### src/hdl/sha_pkg.sv
//////////////////////////////
// shared sha-256 definitions
// word and block sizes, round count,
// round constants k and initial hash values
//////////////////////////////
package sha_pkg;

    // sizes
    localparam int word_w      = 32;
    localparam int block_words = 16;
    localparam int num_rounds  = 64;

    // round counter must reach num_rounds itself
    localparam int round_w     = 7;

    // round constants
    // first 32 bits of the fractional parts of the cube roots of the first 64 primes
    localparam logic [word_w-1:0] k_table [0:num_rounds-1] = '{
        32'h428a2f98, 32'h71374491, 32'hb5c0fbcf, 32'he9b5dba5,
        32'h3956c25b, 32'h59f111f1, 32'h923f82a4, 32'hab1c5ed5,
        32'hd807aa98, 32'h12835b01, 32'h243185be, 32'h550c7dc3,
        32'h72be5d74, 32'h80deb1fe, 32'h9bdc06a7, 32'hc19bf174,
        32'he49b69c1, 32'hefbe4786, 32'h0fc19dc6, 32'h240ca1cc,
        32'h2de92c6f, 32'h4a7484aa, 32'h5cb0a9dc, 32'h76f988da,
        32'h983e5152, 32'ha831c66d, 32'hb00327c8, 32'hbf597fc7,
        32'hc6e00bf3, 32'hd5a79147, 32'h06ca6351, 32'h14292967,
        32'h27b70a85, 32'h2e1b2138, 32'h4d2c6dfc, 32'h53380d13,
        32'h650a7354, 32'h766a0abb, 32'h81c2c92e, 32'h92722c85,
        32'ha2bfe8a1, 32'ha81a664b, 32'hc24b8b70, 32'hc76c51a3,
        32'hd192e819, 32'hd6990624, 32'hf40e3585, 32'h106aa070,
        32'h19a4c116, 32'h1e376c08, 32'h2748774c, 32'h34b0bcb5,
        32'h391c0cb3, 32'h4ed8aa4a, 32'h5b9cca4f, 32'h682e6ff3,
        32'h748f82ee, 32'h78a5636f, 32'h84c87814, 32'h8cc70208,
        32'h90befffa, 32'ha4506ceb, 32'hbef9a3f7, 32'hc67178f2
    };

    // initial hash values H0..H7
    localparam logic [word_w-1:0] h_init [0:7] = '{
        32'h6a09e667,
        32'hbb67ae85,
        32'h3c6ef372,
        32'ha54ff53a,
        32'h510e527f,
        32'h9b05688c,
        32'h1f83d9ab,
        32'h5be0cd19
    };

endpackage

### src/hdl/block_loader.sv
`timescale 1ns/1ns
//////////////////////////////
// message block loader
// word counter, busy flag and the
// init/start strobes for the compressor
//////////////////////////////
module block_loader (
    input  logic                       clk,
    input  logic                       rst_n,
    input  logic                       msg_init,
    input  logic                       word_valid,
    input  logic [sha_pkg::word_w-1:0] word_data,
    input  logic                       hash_done,
    output logic                       ready,
    output logic                       sched_load,
    output logic [sha_pkg::word_w-1:0] sched_word,
    output logic                       cm_init,
    output logic                       cm_enable
);

    logic [3:0] word_cnt;
    logic       busy;
    logic       accept;
    logic       last_word;

    assign ready     = !busy;
    assign accept    = word_valid && ready;
    assign last_word = (word_cnt == 4'(sha_pkg::block_words - 1));

    // every accepted word goes straight into the schedule window
    assign sched_load = accept;
    assign sched_word = word_data;

    // new message only between blocks
    assign cm_init   = msg_init && ready && (word_cnt == 4'd0);
    assign cm_enable = accept && last_word;

    // counter wraps back to zero with the 16th word
    always_ff @(posedge clk or negedge rst_n) begin
        if (!rst_n) begin
            word_cnt <= 4'd0;
        end else if (accept) begin
            word_cnt <= word_cnt + 4'd1;
        end
    end

    // busy from the start strobe until the compressor reports done
    always_ff @(posedge clk or negedge rst_n) begin
        if (!rst_n) begin
            busy <= 1'b0;
        end else if (cm_enable) begin
            busy <= 1'b1;
        end else if (hash_done) begin
            busy <= 1'b0;
        end
    end

endmodule

### src/hdl/msg_schedule.sv
`timescale 1ns/1ns
//////////////////////////////
// sha-256 message schedule
// 16-word sliding window, loaded with
// message words, expanded per round
//////////////////////////////
module msg_schedule (
    input  logic                       clk,
    input  logic                       rst_n,
    input  logic                       sched_load,
    input  logic [sha_pkg::word_w-1:0] sched_word,
    input  logic                       round_step,
    output logic [sha_pkg::word_w-1:0] w
);

    localparam int last = sha_pkg::block_words - 1;

    // win[j] holds W[t+j] while round t is computed
    logic [sha_pkg::word_w-1:0] win [0:last];
    logic [sha_pkg::word_w-1:0] sig0;
    logic [sha_pkg::word_w-1:0] sig1;
    logic [sha_pkg::word_w-1:0] w_new;
    logic [sha_pkg::word_w-1:0] x1;
    logic [sha_pkg::word_w-1:0] x14;

    assign x1  = win[1];
    assign x14 = win[14];

    // sigma0 = rotr 7 ^ rotr 18 ^ shr 3
    assign sig0 = {x1[6:0], x1[31:7]} ^ {x1[17:0], x1[31:18]} ^ (x1 >> 3);

    // sigma1 = rotr 17 ^ rotr 19 ^ shr 10
    assign sig1 = {x14[16:0], x14[31:17]} ^ {x14[18:0], x14[31:19]} ^ (x14 >> 10);

    // W[t+16] from W[t], W[t+1], W[t+9], W[t+14]
    assign w_new = sig1 + win[9] + sig0 + win[0];

    // oldest word feeds the current round
    assign w = win[0];

    always_ff @(posedge clk or negedge rst_n) begin
        if (!rst_n) begin
            for (int j = 0; j <= last; j++) begin
                win[j] <= '0;
            end
        end else if (sched_load || round_step) begin
            for (int j = 0; j < last; j++) begin
                win[j] <= win[j+1];
            end
            // load and step never overlap, the loader is idle while hashing
            win[last] <= sched_load ? sched_word : w_new;
        end
    end

endmodule

### src/hdl/accel_compressor.sv
`timescale 1ns/1ns
//////////////////////////////
// sha-256 round compressor
// round fsm, working registers a to h,
// chaining value and held digest
//////////////////////////////
module accel_compressor (
    input  logic                         clk,
    input  logic                         rst_n,
    input  logic                         cm_init,
    input  logic                         cm_enable,
    input  logic [sha_pkg::word_w-1:0]   w,
    output logic                         round_step,
    output logic                         hash_done,
    output logic [8*sha_pkg::word_w-1:0] cm_out
);

    typedef enum logic [2:0] {IDLE, INIT, UPD1, HASH, UPD2, DONE} state_t;

    state_t state;
    state_t next_state;

    logic [sha_pkg::round_w-1:0] rnd;
    logic [sha_pkg::word_w-1:0]  a, b, c, d, e, f, g, h;
    logic [sha_pkg::word_w-1:0]  chain      [0:7];
    logic [sha_pkg::word_w-1:0]  chain_next [0:7];
    logic [sha_pkg::word_w-1:0]  t1, t2;
    logic [sha_pkg::word_w-1:0]  maj_abc, ch_efg, sum0_a, sum1_e;
    logic                        load_init, load_work, add_chain;
    logic                        is_hashing;
    logic                        rounds_done;

    assign rounds_done = (rnd == sha_pkg::round_w'(sha_pkg::num_rounds));
    assign round_step  = is_hashing;

    // round function
    assign maj_abc = (a & b) ^ (b & c) ^ (c & a);
    assign ch_efg  = (e & f) ^ (~e & g);
    // Sigma0 = rotr 2 ^ rotr 13 ^ rotr 22
    assign sum0_a  = {a[1:0], a[31:2]} ^ {a[12:0], a[31:13]} ^ {a[21:0], a[31:22]};
    // Sigma1 = rotr 6 ^ rotr 11 ^ rotr 25
    assign sum1_e  = {e[5:0], e[31:6]} ^ {e[10:0], e[31:11]} ^ {e[24:0], e[31:25]};
    assign t1 = h + sum1_e + ch_efg + sha_pkg::k_table[rnd[sha_pkg::round_w-2:0]] + w;
    assign t2 = sum0_a + maj_abc;

    always_ff @(posedge clk or negedge rst_n) begin
        if (!rst_n) begin
            state <= IDLE;
        end else begin
            state <= next_state;
        end
    end

    always_comb begin
        next_state = state;
        load_init  = 1'b0;
        load_work  = 1'b0;
        add_chain  = 1'b0;
        is_hashing = 1'b0;
        hash_done  = 1'b0;
        case (state)
            IDLE: begin
                if (cm_init) begin
                    next_state = INIT;
                end else if (cm_enable) begin
                    next_state = UPD1;
                end
            end
            // restart the chain from the standard values
            INIT: begin
                load_init = 1'b1;
                if (cm_enable) begin
                    next_state = UPD1;
                end
            end
            UPD1: begin
                load_work  = 1'b1;
                next_state = HASH;
            end
            // one extra cycle here to see the counter reach 64
            HASH: begin
                if (rounds_done) begin
                    next_state = UPD2;
                end else begin
                    is_hashing = 1'b1;
                end
            end
            UPD2: begin
                add_chain  = 1'b1;
                next_state = DONE;
            end
            DONE: begin
                hash_done  = 1'b1;
                next_state = IDLE;
            end
            default: next_state = IDLE;
        endcase
    end

    // working registers
    always_ff @(posedge clk) begin
        if (load_work) begin
            a <= chain[0];
            b <= chain[1];
            c <= chain[2];
            d <= chain[3];
            e <= chain[4];
            f <= chain[5];
            g <= chain[6];
            h <= chain[7];
        end else if (is_hashing) begin
            a <= t1 + t2;
            b <= a;
            c <= b;
            d <= c;
            e <= d + t1;
            f <= e;
            g <= f;
            h <= g;
        end
    end

    always_ff @(posedge clk or negedge rst_n) begin
        if (!rst_n) begin
            rnd <= '0;
        end else if (is_hashing) begin
            rnd <= rnd + 1'b1;
        end else if (state != HASH) begin
            rnd <= '0;
        end
    end

    assign chain_next[0] = chain[0] + a;
    assign chain_next[1] = chain[1] + b;
    assign chain_next[2] = chain[2] + c;
    assign chain_next[3] = chain[3] + d;
    assign chain_next[4] = chain[4] + e;
    assign chain_next[5] = chain[5] + f;
    assign chain_next[6] = chain[6] + g;
    assign chain_next[7] = chain[7] + h;

    // chaining value, and the digest that only moves at UPD2
    always_ff @(posedge clk or negedge rst_n) begin
        if (!rst_n) begin
            for (int j = 0; j < 8; j++) begin
                chain[j] <= '0;
            end
            cm_out <= '0;
        end else if (load_init) begin
            chain <= sha_pkg::h_init;
        end else if (add_chain) begin
            chain  <= chain_next;
            cm_out <= {chain_next[0], chain_next[1], chain_next[2], chain_next[3],
                       chain_next[4], chain_next[5], chain_next[6], chain_next[7]};
        end
    end

endmodule

### src/hdl/sha256_accel.sv
`timescale 1ns/1ns
//////////////////////////////
// sha-256 accelerator top
// block loader, message schedule
// and round compressor
//////////////////////////////
module sha256_accel (
    input  logic                         clk,
    input  logic                         rst_n,
    input  logic                         msg_init,
    input  logic                         word_valid,
    input  logic [sha_pkg::word_w-1:0]   word_data,
    output logic                         ready,
    output logic [8*sha_pkg::word_w-1:0] digest,
    output logic                         digest_valid
);

    logic                       sched_load;
    logic [sha_pkg::word_w-1:0] sched_word;
    logic                       cm_init;
    logic                       cm_enable;
    logic                       round_step;
    logic [sha_pkg::word_w-1:0] w;
    logic                       hash_done;

    // host side, counts words into blocks
    block_loader u_loader (
        .clk        (clk),
        .rst_n      (rst_n),
        .msg_init   (msg_init),
        .word_valid (word_valid),
        .word_data  (word_data),
        .hash_done  (hash_done),
        .ready      (ready),
        .sched_load (sched_load),
        .sched_word (sched_word),
        .cm_init    (cm_init),
        .cm_enable  (cm_enable)
    );

    msg_schedule u_sched (
        .clk        (clk),
        .rst_n      (rst_n),
        .sched_load (sched_load),
        .sched_word (sched_word),
        .round_step (round_step),
        .w          (w)
    );

    // done strobe doubles as the digest valid pulse
    accel_compressor u_comp (
        .clk        (clk),
        .rst_n      (rst_n),
        .cm_init    (cm_init),
        .cm_enable  (cm_enable),
        .w          (w),
        .round_step (round_step),
        .hash_done  (hash_done),
        .cm_out     (digest)
    );

    assign digest_valid = hash_done;

endmodule

### config.mk
export PLATFORM = sky130hd
export DESIGN_NAME = sha256_accel
export DESIGN_NICKNAME = d
export VERILOG_FILES = /design/src/hdl/sha_pkg.sv /design/src/hdl/block_loader.sv /design/src/hdl/msg_schedule.sv /design/src/hdl/accel_compressor.sv /design/src/hdl/sha256_accel.sv
export SDC_FILE = /design/constraint.sdc
export NUM_CORES = 2
export LEC_CHECK = 0
export BUFFER_PORTS_ARGS = -buffer_cell sky130_fd_sc_hd__buf_2
export CORE_MARGIN = 2
export CORE_UTILIZATION = 30
export CTS_CLUSTER_SIZE = 20
export DETAILED_ROUTE_END_ITERATION = 8
export PLACE_DENSITY = 0.52
export SLEW_MARGIN = 20
export SYNTH_ARGS = -nofsm -noshare
export SYNTH_HDL_FRONTEND = slang
export SYNTH_SLANG_ARGS = --single-unit
### constraint.sdc
create_clock -name clk -period 10.52 [get_ports clk]
set_input_delay 1.578 -clock clk [delete_from_list [all_inputs] [get_ports clk]]
set_output_delay 1.578 -clock clk [all_outputs]
set_load 0.01 [all_outputs]
=== Word level (Yosys, flattened, before mapping) ===
Memory sizes are Yosys's and may differ from the RTL's.
Cells that the tools add are included.

* Magnitude comparators: 1
* Muxes and demuxes: 35
* $add $sub $neg: 20
* Bitwise operators: 19
* Reductions and logical operators: 13
* Eq/ne operators: 9

{| class="wikitable"
|+ Operator list
! operator !! count
|-
| two-way mux 32 bit || 19
|-
| adder 32 bit || 18
|-
| two-way mux 256 bit || 2
|-
| bitwise XOR 32 bit || 9
|-
| AND 32 bit || 5
|-
| NOT 32 bit || 1
|-
| bitwise XOR 32 x 22 -> 32 bit || 1
|-
| bitwise XOR 32 x 29 -> 32 bit || 1
|-
| case mux 3 bit (5 select lines) || 1
|-
| two-way mux 7 bit || 2
|-
| two-way mux 3 bit || 3
|-
| two-way mux 1 bit || 8
|-
| nonzero test 2 bit || 4
|-
| adder 7 x 1 -> 7 bit (second input constant) || 1
|-
| equality test 7 bit (second input constant) || 1
|-
| >= comparator 7 bit (second input constant) || 1
|-
| NOT 6 -> 7 bit || 1
|-
| equality test 3 x 2 -> 1 bit (second input constant) || 2
|-
| equality test 3 bit (second input constant) || 2
|-
| adder 4 x 1 -> 4 bit (second input constant) || 1
|-
| equality test 4 bit (second input constant) || 1
|-
| logical AND 1 bit || 4
|-
| logical NOT 4 bit || 1
|-
| equality test 3 x 1 -> 1 bit (second input constant) || 1
|-
| other kinds (7) || 7
|}

* Logic and storage cells: 135
* Bits in read-only memories: 2048
* Flip-flop bits (word level): 1295
* Memories: 1

{| class="wikitable"
|+ Memories
! name !! words !! bits a word !! rd ports !! clocked after Yosys merged registers in !! wr ports !! line !! RTL
|-
| (no name shown) || 64 || 32 || 1 || 0 || 0 || accel_compressor.sv:43 || <nowiki>assign t1 = h + sum1_e + ch_efg + sha_pkg::k_table[rnd[sha_pkg::round_w-2:0]] + w;</nowiki>
|}

=== Logic depth before layout (Yosys ltp) ===
* Word-level depth: 9
* Gate-level depth with buffers: 39

=== Hierarchy ===
Synthesis repeated with hierarchy kept, for this count alone.

* Cells, all modules: 8118
* Area, all modules: 78586.6 um^2

{| class="wikitable"
|+ By module, submodules not included
! module !! cells each !! area an instance (um^2) !! times used !! sequential area each (um^2)
|-
| accel_compressor || 6327 || 54506.0 || 1 || 20749.9
|-
| msg_schedule || 1736 || 23573.9 || 1 || 12812.3
|-
| block_loader || 55 || 506.7 || 1 || 125.1
|}

=== Worst setup path after synthesis ===
OpenSTA, ideal clock, no wires.

* Path type: register to register
* Start: register u_comp.rnd[1] (netlist bit)
* End: register u_comp.a[28] (netlist bit) (data pin)
* Path slack: 1.817 ns
* Period minus slack after synthesis: 8.703 ns
* Arrival: 8.440 ns
* Cell stages (with the launch flop): 37
* Cell sequence: dfrtp_1 -> clkbuf_1 -> clkinv_1 -> ha_1 -> clkbuf_1 -> and2_1 -> o21ai_0 -> o31ai_1 -> o21ai_0 -> a21oi_1 -> fa_1 -> fa_1 -> inv_1 -> fa_1 -> inv_1 -> ha_1 -> a21o_1 -> a21oi_1 -> o21bai_1 -> o31a_1 -> a21o_1 -> o21ba_2 -> a31o_2 -> a21o_1 -> a21oi_1 -> xnor2_1 -> fa_1 -> ha_1 -> and4_1 -> nand4_1 -> a2bb2oi_1 -> a21oi_1 -> a221o_1 -> or4_1 -> a31oi_1 -> xor2_1 -> o21ai_1

* Longest elaborated chain between the ends: 9

{| class="wikitable"
|+ RTL lines
! element !! line !! RTL
|-
| start: declaration || accel_compressor.sv:23 || <nowiki>logic [sha_pkg::round_w-1:0] rnd;</nowiki>
|-
| start signal: assignment || accel_compressor.sv:127 || <nowiki>rnd <= rnd + 1'b1;</nowiki>
|-
| NOT 6 -> 7 bit (implied by the code) || accel_compressor.sv:43 ||
|-
| memory read (64 x 32 bit) || n/a ||
|-
| two-way mux 32 bit (implied by the code) (2 in a row) || accel_compressor.sv:43 ||
|-
| adder 32 bit (2 in a row) || accel_compressor.sv:43 ||
|-
| adder 32 bit || accel_compressor.sv:112 || <nowiki>a <= t1 + t2;</nowiki>
|-
| two-way mux 32 bit || accel_compressor.sv:111 || <nowiki>end else if (is_hashing) begin</nowiki>
|-
| two-way mux 32 bit || accel_compressor.sv:102 || <nowiki>if (load_work) begin</nowiki>
|-
| end signal: assignment || accel_compressor.sv:103 || <nowiki>a <= chain[0];</nowiki>
|-
| end signal: assignment || accel_compressor.sv:112 ||
|-
| end: declaration || accel_compressor.sv:24 || <nowiki>logic [sha_pkg::word_w-1:0] a, b, c, d, e, f, g, h;</nowiki>
|}

No other way between the ends. The select of a mux whose other input is x is not followed.
A chain may end at the register's enable or synchronous reset.

=== Worst setup path in the final report ===
* Start: register u_comp.rnd[1] (netlist bit)
* End: register u_comp.a[29] (netlist bit) (data pin)

The elaborated chain is that of the path after synthesis.

==> results.md <==
- Drt total wl: around 280000 um
- Worst Setup End Kind: flip-flop
- Yosys warns: 0
- Clock sinks: around 1300
- Starting DRT DRC Count: between 5000 and 6000
- Die area: about 260000 um^2
- Final Hold Viols: 0
- RSZ-0062 raised after global routing: no
- TritonCTS clock tree: done
- Mapped Nets: 8416
- Tcrit/Tclk final: about nine tenths
- Reg power frac: between 40% and 50%
- DP HPWL: 209000 um
- Area of the multi-input gates: around 41000 um^2
- Internal power: 8390 uW
- Outcome: finished clean
- Clk root buf: clkbuf_16
- Row cnt: approximately 190
- Gate Count Post-Synth: a little under 8000
- Syn Area/Cell: 9.88 um^2
- Synth top area cells: dfrtp_1 (34%), edfxtp_1 (10%), nand2_1 (8.2%), mux2_2 (7.5%), ha_1 (6.4%)
- Slew Limit Fails: 0
- Register Area: roughly 34000 um^2
- Critical path arrival: 9860 ps
- Core area: approximately 250000 um^2
- Seq/Total Area, Yosys: between 40% and 50%
- Setup CP Type: flip-flop to flip-flop
- Port Buffers: 293
- Routed Antenna Nets: 0
- Clock transition at path regs: ~60 ps
- Drt pass-1 iters: 6
- DRC: 0
- Synthesized flop and latch total: 1295
- Initial core utilization: between 30% and 40%
- MaxCap Viol Count: 0
- H-tree depth: 4
- Data required, critical path: roughly 11000 ps
- Vias in the first global route: roughly 59000
- CP max stage cell: ha_1
- Asr flop ratio synth: between 80% and 90%
- Non-filler cells, final: between 10000 and 15000
- RD Place Congestion: 0.920
- CTS Hold Buffers Added: 0
- Vias per cell: 5.22
- Worst-Margin Slew: roughly 1200 ps
- Yosys top cell area share: 33.8%
- Switching pwr: about 2400 uW
- Clk pwr share: 51.8%
- I/O pins: 294
- GRT overflow: 0
- Initial antenna violation count: 5
- Largest net degree at the start of global routing: 190
- Worst path max stage delay: around 570 ps
- First-pass GRT wire length: approximately 400000 um
- Dominant synthesized flop cell: dfrtp_1
- Die X-Extent: 511 um
- Pwr/cell area: approximately 120 nW/um^2
- Fillers: around 26000
- Worst vdd ir: 0.149 mV
- Post-synth top cells: nand2_1 (1679), dfrtp_1 (1039), mux2_2 (513), a21oi_1 (509), xnor2_1 (412)
- Mapped Area: approximately 77000 um^2
- Vias: ~60000
- Largest fanout on the critical path: 11
- Post-CTS Setup Bufs: 0
- Leakage power: 0.0438 uW
- Hold WC Path Type: flip-flop to flip-flop
- Number of synthesized flops with an enable pin: 256
- Share of layout cells above drive strength 1: roughly 15%
- Area grow syn2layout: 13.7%
- Max Fclk: around 110 MHz
- Count leader, synth: nand2_1
- Chip height: between 500 and 600 um
- Critical path launch point type: flip-flop
- Combinational share of power: less than 1%
- GRT Util Overall: 20.9%
- CTS buffer count: about 150
- Placed cells: between 10000 and 15000
- Worst Skew: roughly 63 ps
- Wirelength per Cell: between 20 and 25 um
- Overall power: about 11000 uW
- Final setup fails: 0
- Layout Nets: between 8000 and 9000
- Skew-Pair Late Insertion Delay: approximately 840 ps
- Final min period: approximately 9300 ps
- Max_slew headroom: a little under a fifth
- Sw Ratio: 22.3%
- CTS max path bufs: 3
- Area leader, netlist: dfrtp_1
- Resize count post-CTS: 0
- Setup TNS: 0 ps
- Count of unique library cells instantiated by Yosys: just under 90
==> per-layer routing <==
metal | GRT usage (%) | vias up | routed length [um]
met3 | 3.11 | 383 | 16900
met1 | 29.7 | 30200 | 127000
met5 | 0 | - | 0
met4 | 6.40 | 0 | 8820
li1 | - | 27400 | -
met2 | 32.8 | 1859 | 125000
==> registers in the layout (all words and copies together) (netlist names), 3 cells and up <==
signal	flops
u_comp.f	32
u_loader.word_cnt	4
u_sched.x1	32
u_comp.a	32
u_sched.win	416
u_comp.state	3
u_comp.g	32
u_sched.x14	32
u_comp.c	32
u_comp.d	32
u_comp.e	32
u_comp.cm_out	256
u_sched.w	32
u_comp.b	32
u_comp.h	32
u_comp.chain	256
u_comp.rnd	7
==> power by group through the flow <==
stage,registers (uW),logic (uW),clock network (uW)
after floorplan,5200,5.52,0
after global placement,5200,104,0
after detailed placement,5200,106,0
after CTS,5110,106,5740
after global routing,5110,119,5950
final,5110,99.4,5600
==> cells by family (layout without fill, tap and decap cells) <==
family / Yosys count / after routing / synth area share (%)
xor+xnor: 547 / 547 / 6.26
simple gates: 2545 / 2545 / 14.0
flops: 1295 / 1295 / 43.8
other cells: 0 / 3 / 0
fa+ha+maj: 609 / 609 / 11.7
mux: 538 / 538 / 7.86
buf+inv: 633 / 926 / 3.17
compound gates: 1626 / 1626 / 13.2
==> per-stage QoR <==
step / area, um^2 / util, % / worst slack, ps / hold WS (ps)
after floorplan: 77000 / - / 1820 / 467
after global placement: 82100 / 32.3 / 1240 / 457
after detailed placement: 82100 / 32.3 / 1160 / 458
after CTS: 87500 / 34.4 / 1190 / 473
after global routing: 87500 / 34.4 / 489 / 485
final: 87500 / 34.4 / 1200 / 465
==> layout by cell type (no fill, tap or decap), drive strengths merged, types with 70 or more instances in the layout <==
| master | netlist | final |
|---|---|---|
| o21a | 70 | 70 |
| nand2 | 1679 | 1679 |
| edfxtp | 256 | 256 |
| mux2 | 513 | 513 |
| nor2 | 330 | 330 |
| ha | 392 | 392 |
| inv | 259 | 267 |
| fa | 195 | 195 |
| nor3 | 88 | 88 |
| o21ai | 384 | 384 |
| nand3 | 107 | 107 |
| xor2 | 133 | 133 |
| buf | 86 | 383 |
| xnor2 | 412 | 412 |
| clkbuf | 286 | 212 |
| a21o | 209 | 209 |
| a21oi | 509 | 509 |
| dfrtp | 1039 | 1039 |
==> layout make-up <==
class,count,area share (%)
inverters,261,1.12
clock inverters,70,1.08
well taps,3366,4.81
diodes,3,0.00858
clock buffers,212,5.01
multi-input cells,5865,46.8
repair buffers,383,2.70
flip-flops and latches,1295,38.5
==> worst max-delay path: cells and delay by family (launching register included) <==
kind	cells	cell delay (ps)
AO/OA/AOI/OAI	17	3850
adder cells (fa/ha/maj)	8	3250
flip-flops	1	510
XOR/XNOR	2	360
buffers and inverters	5	510
AND/OR/NAND/NOR	4	610
==> worst paths after layout <==
| check | endpoint | cells after the start | from | slack (ps) |
|---|---|---|---|---|
| worst max-delay path | u_comp.a[29] | 36 | u_comp.rnd[1] | 1200 |
| worst min-delay path | u_comp.cm_out[149] | 2 | u_comp.cm_out[149] | 460 |
| worst max register to register | u_comp.a[29] | 36 | u_comp.rnd[1] | 1200 |
| worst min register to register | u_comp.cm_out[149] | 2 | u_comp.cm_out[149] | 460 |
| max in group asynchronous | u_comp.chain[134] | 4 | rst_n | 7360 |
| min in group asynchronous | u_sched.win[253] | 1 | rst_n | 640 |
(Power assumes the default switching activity.)
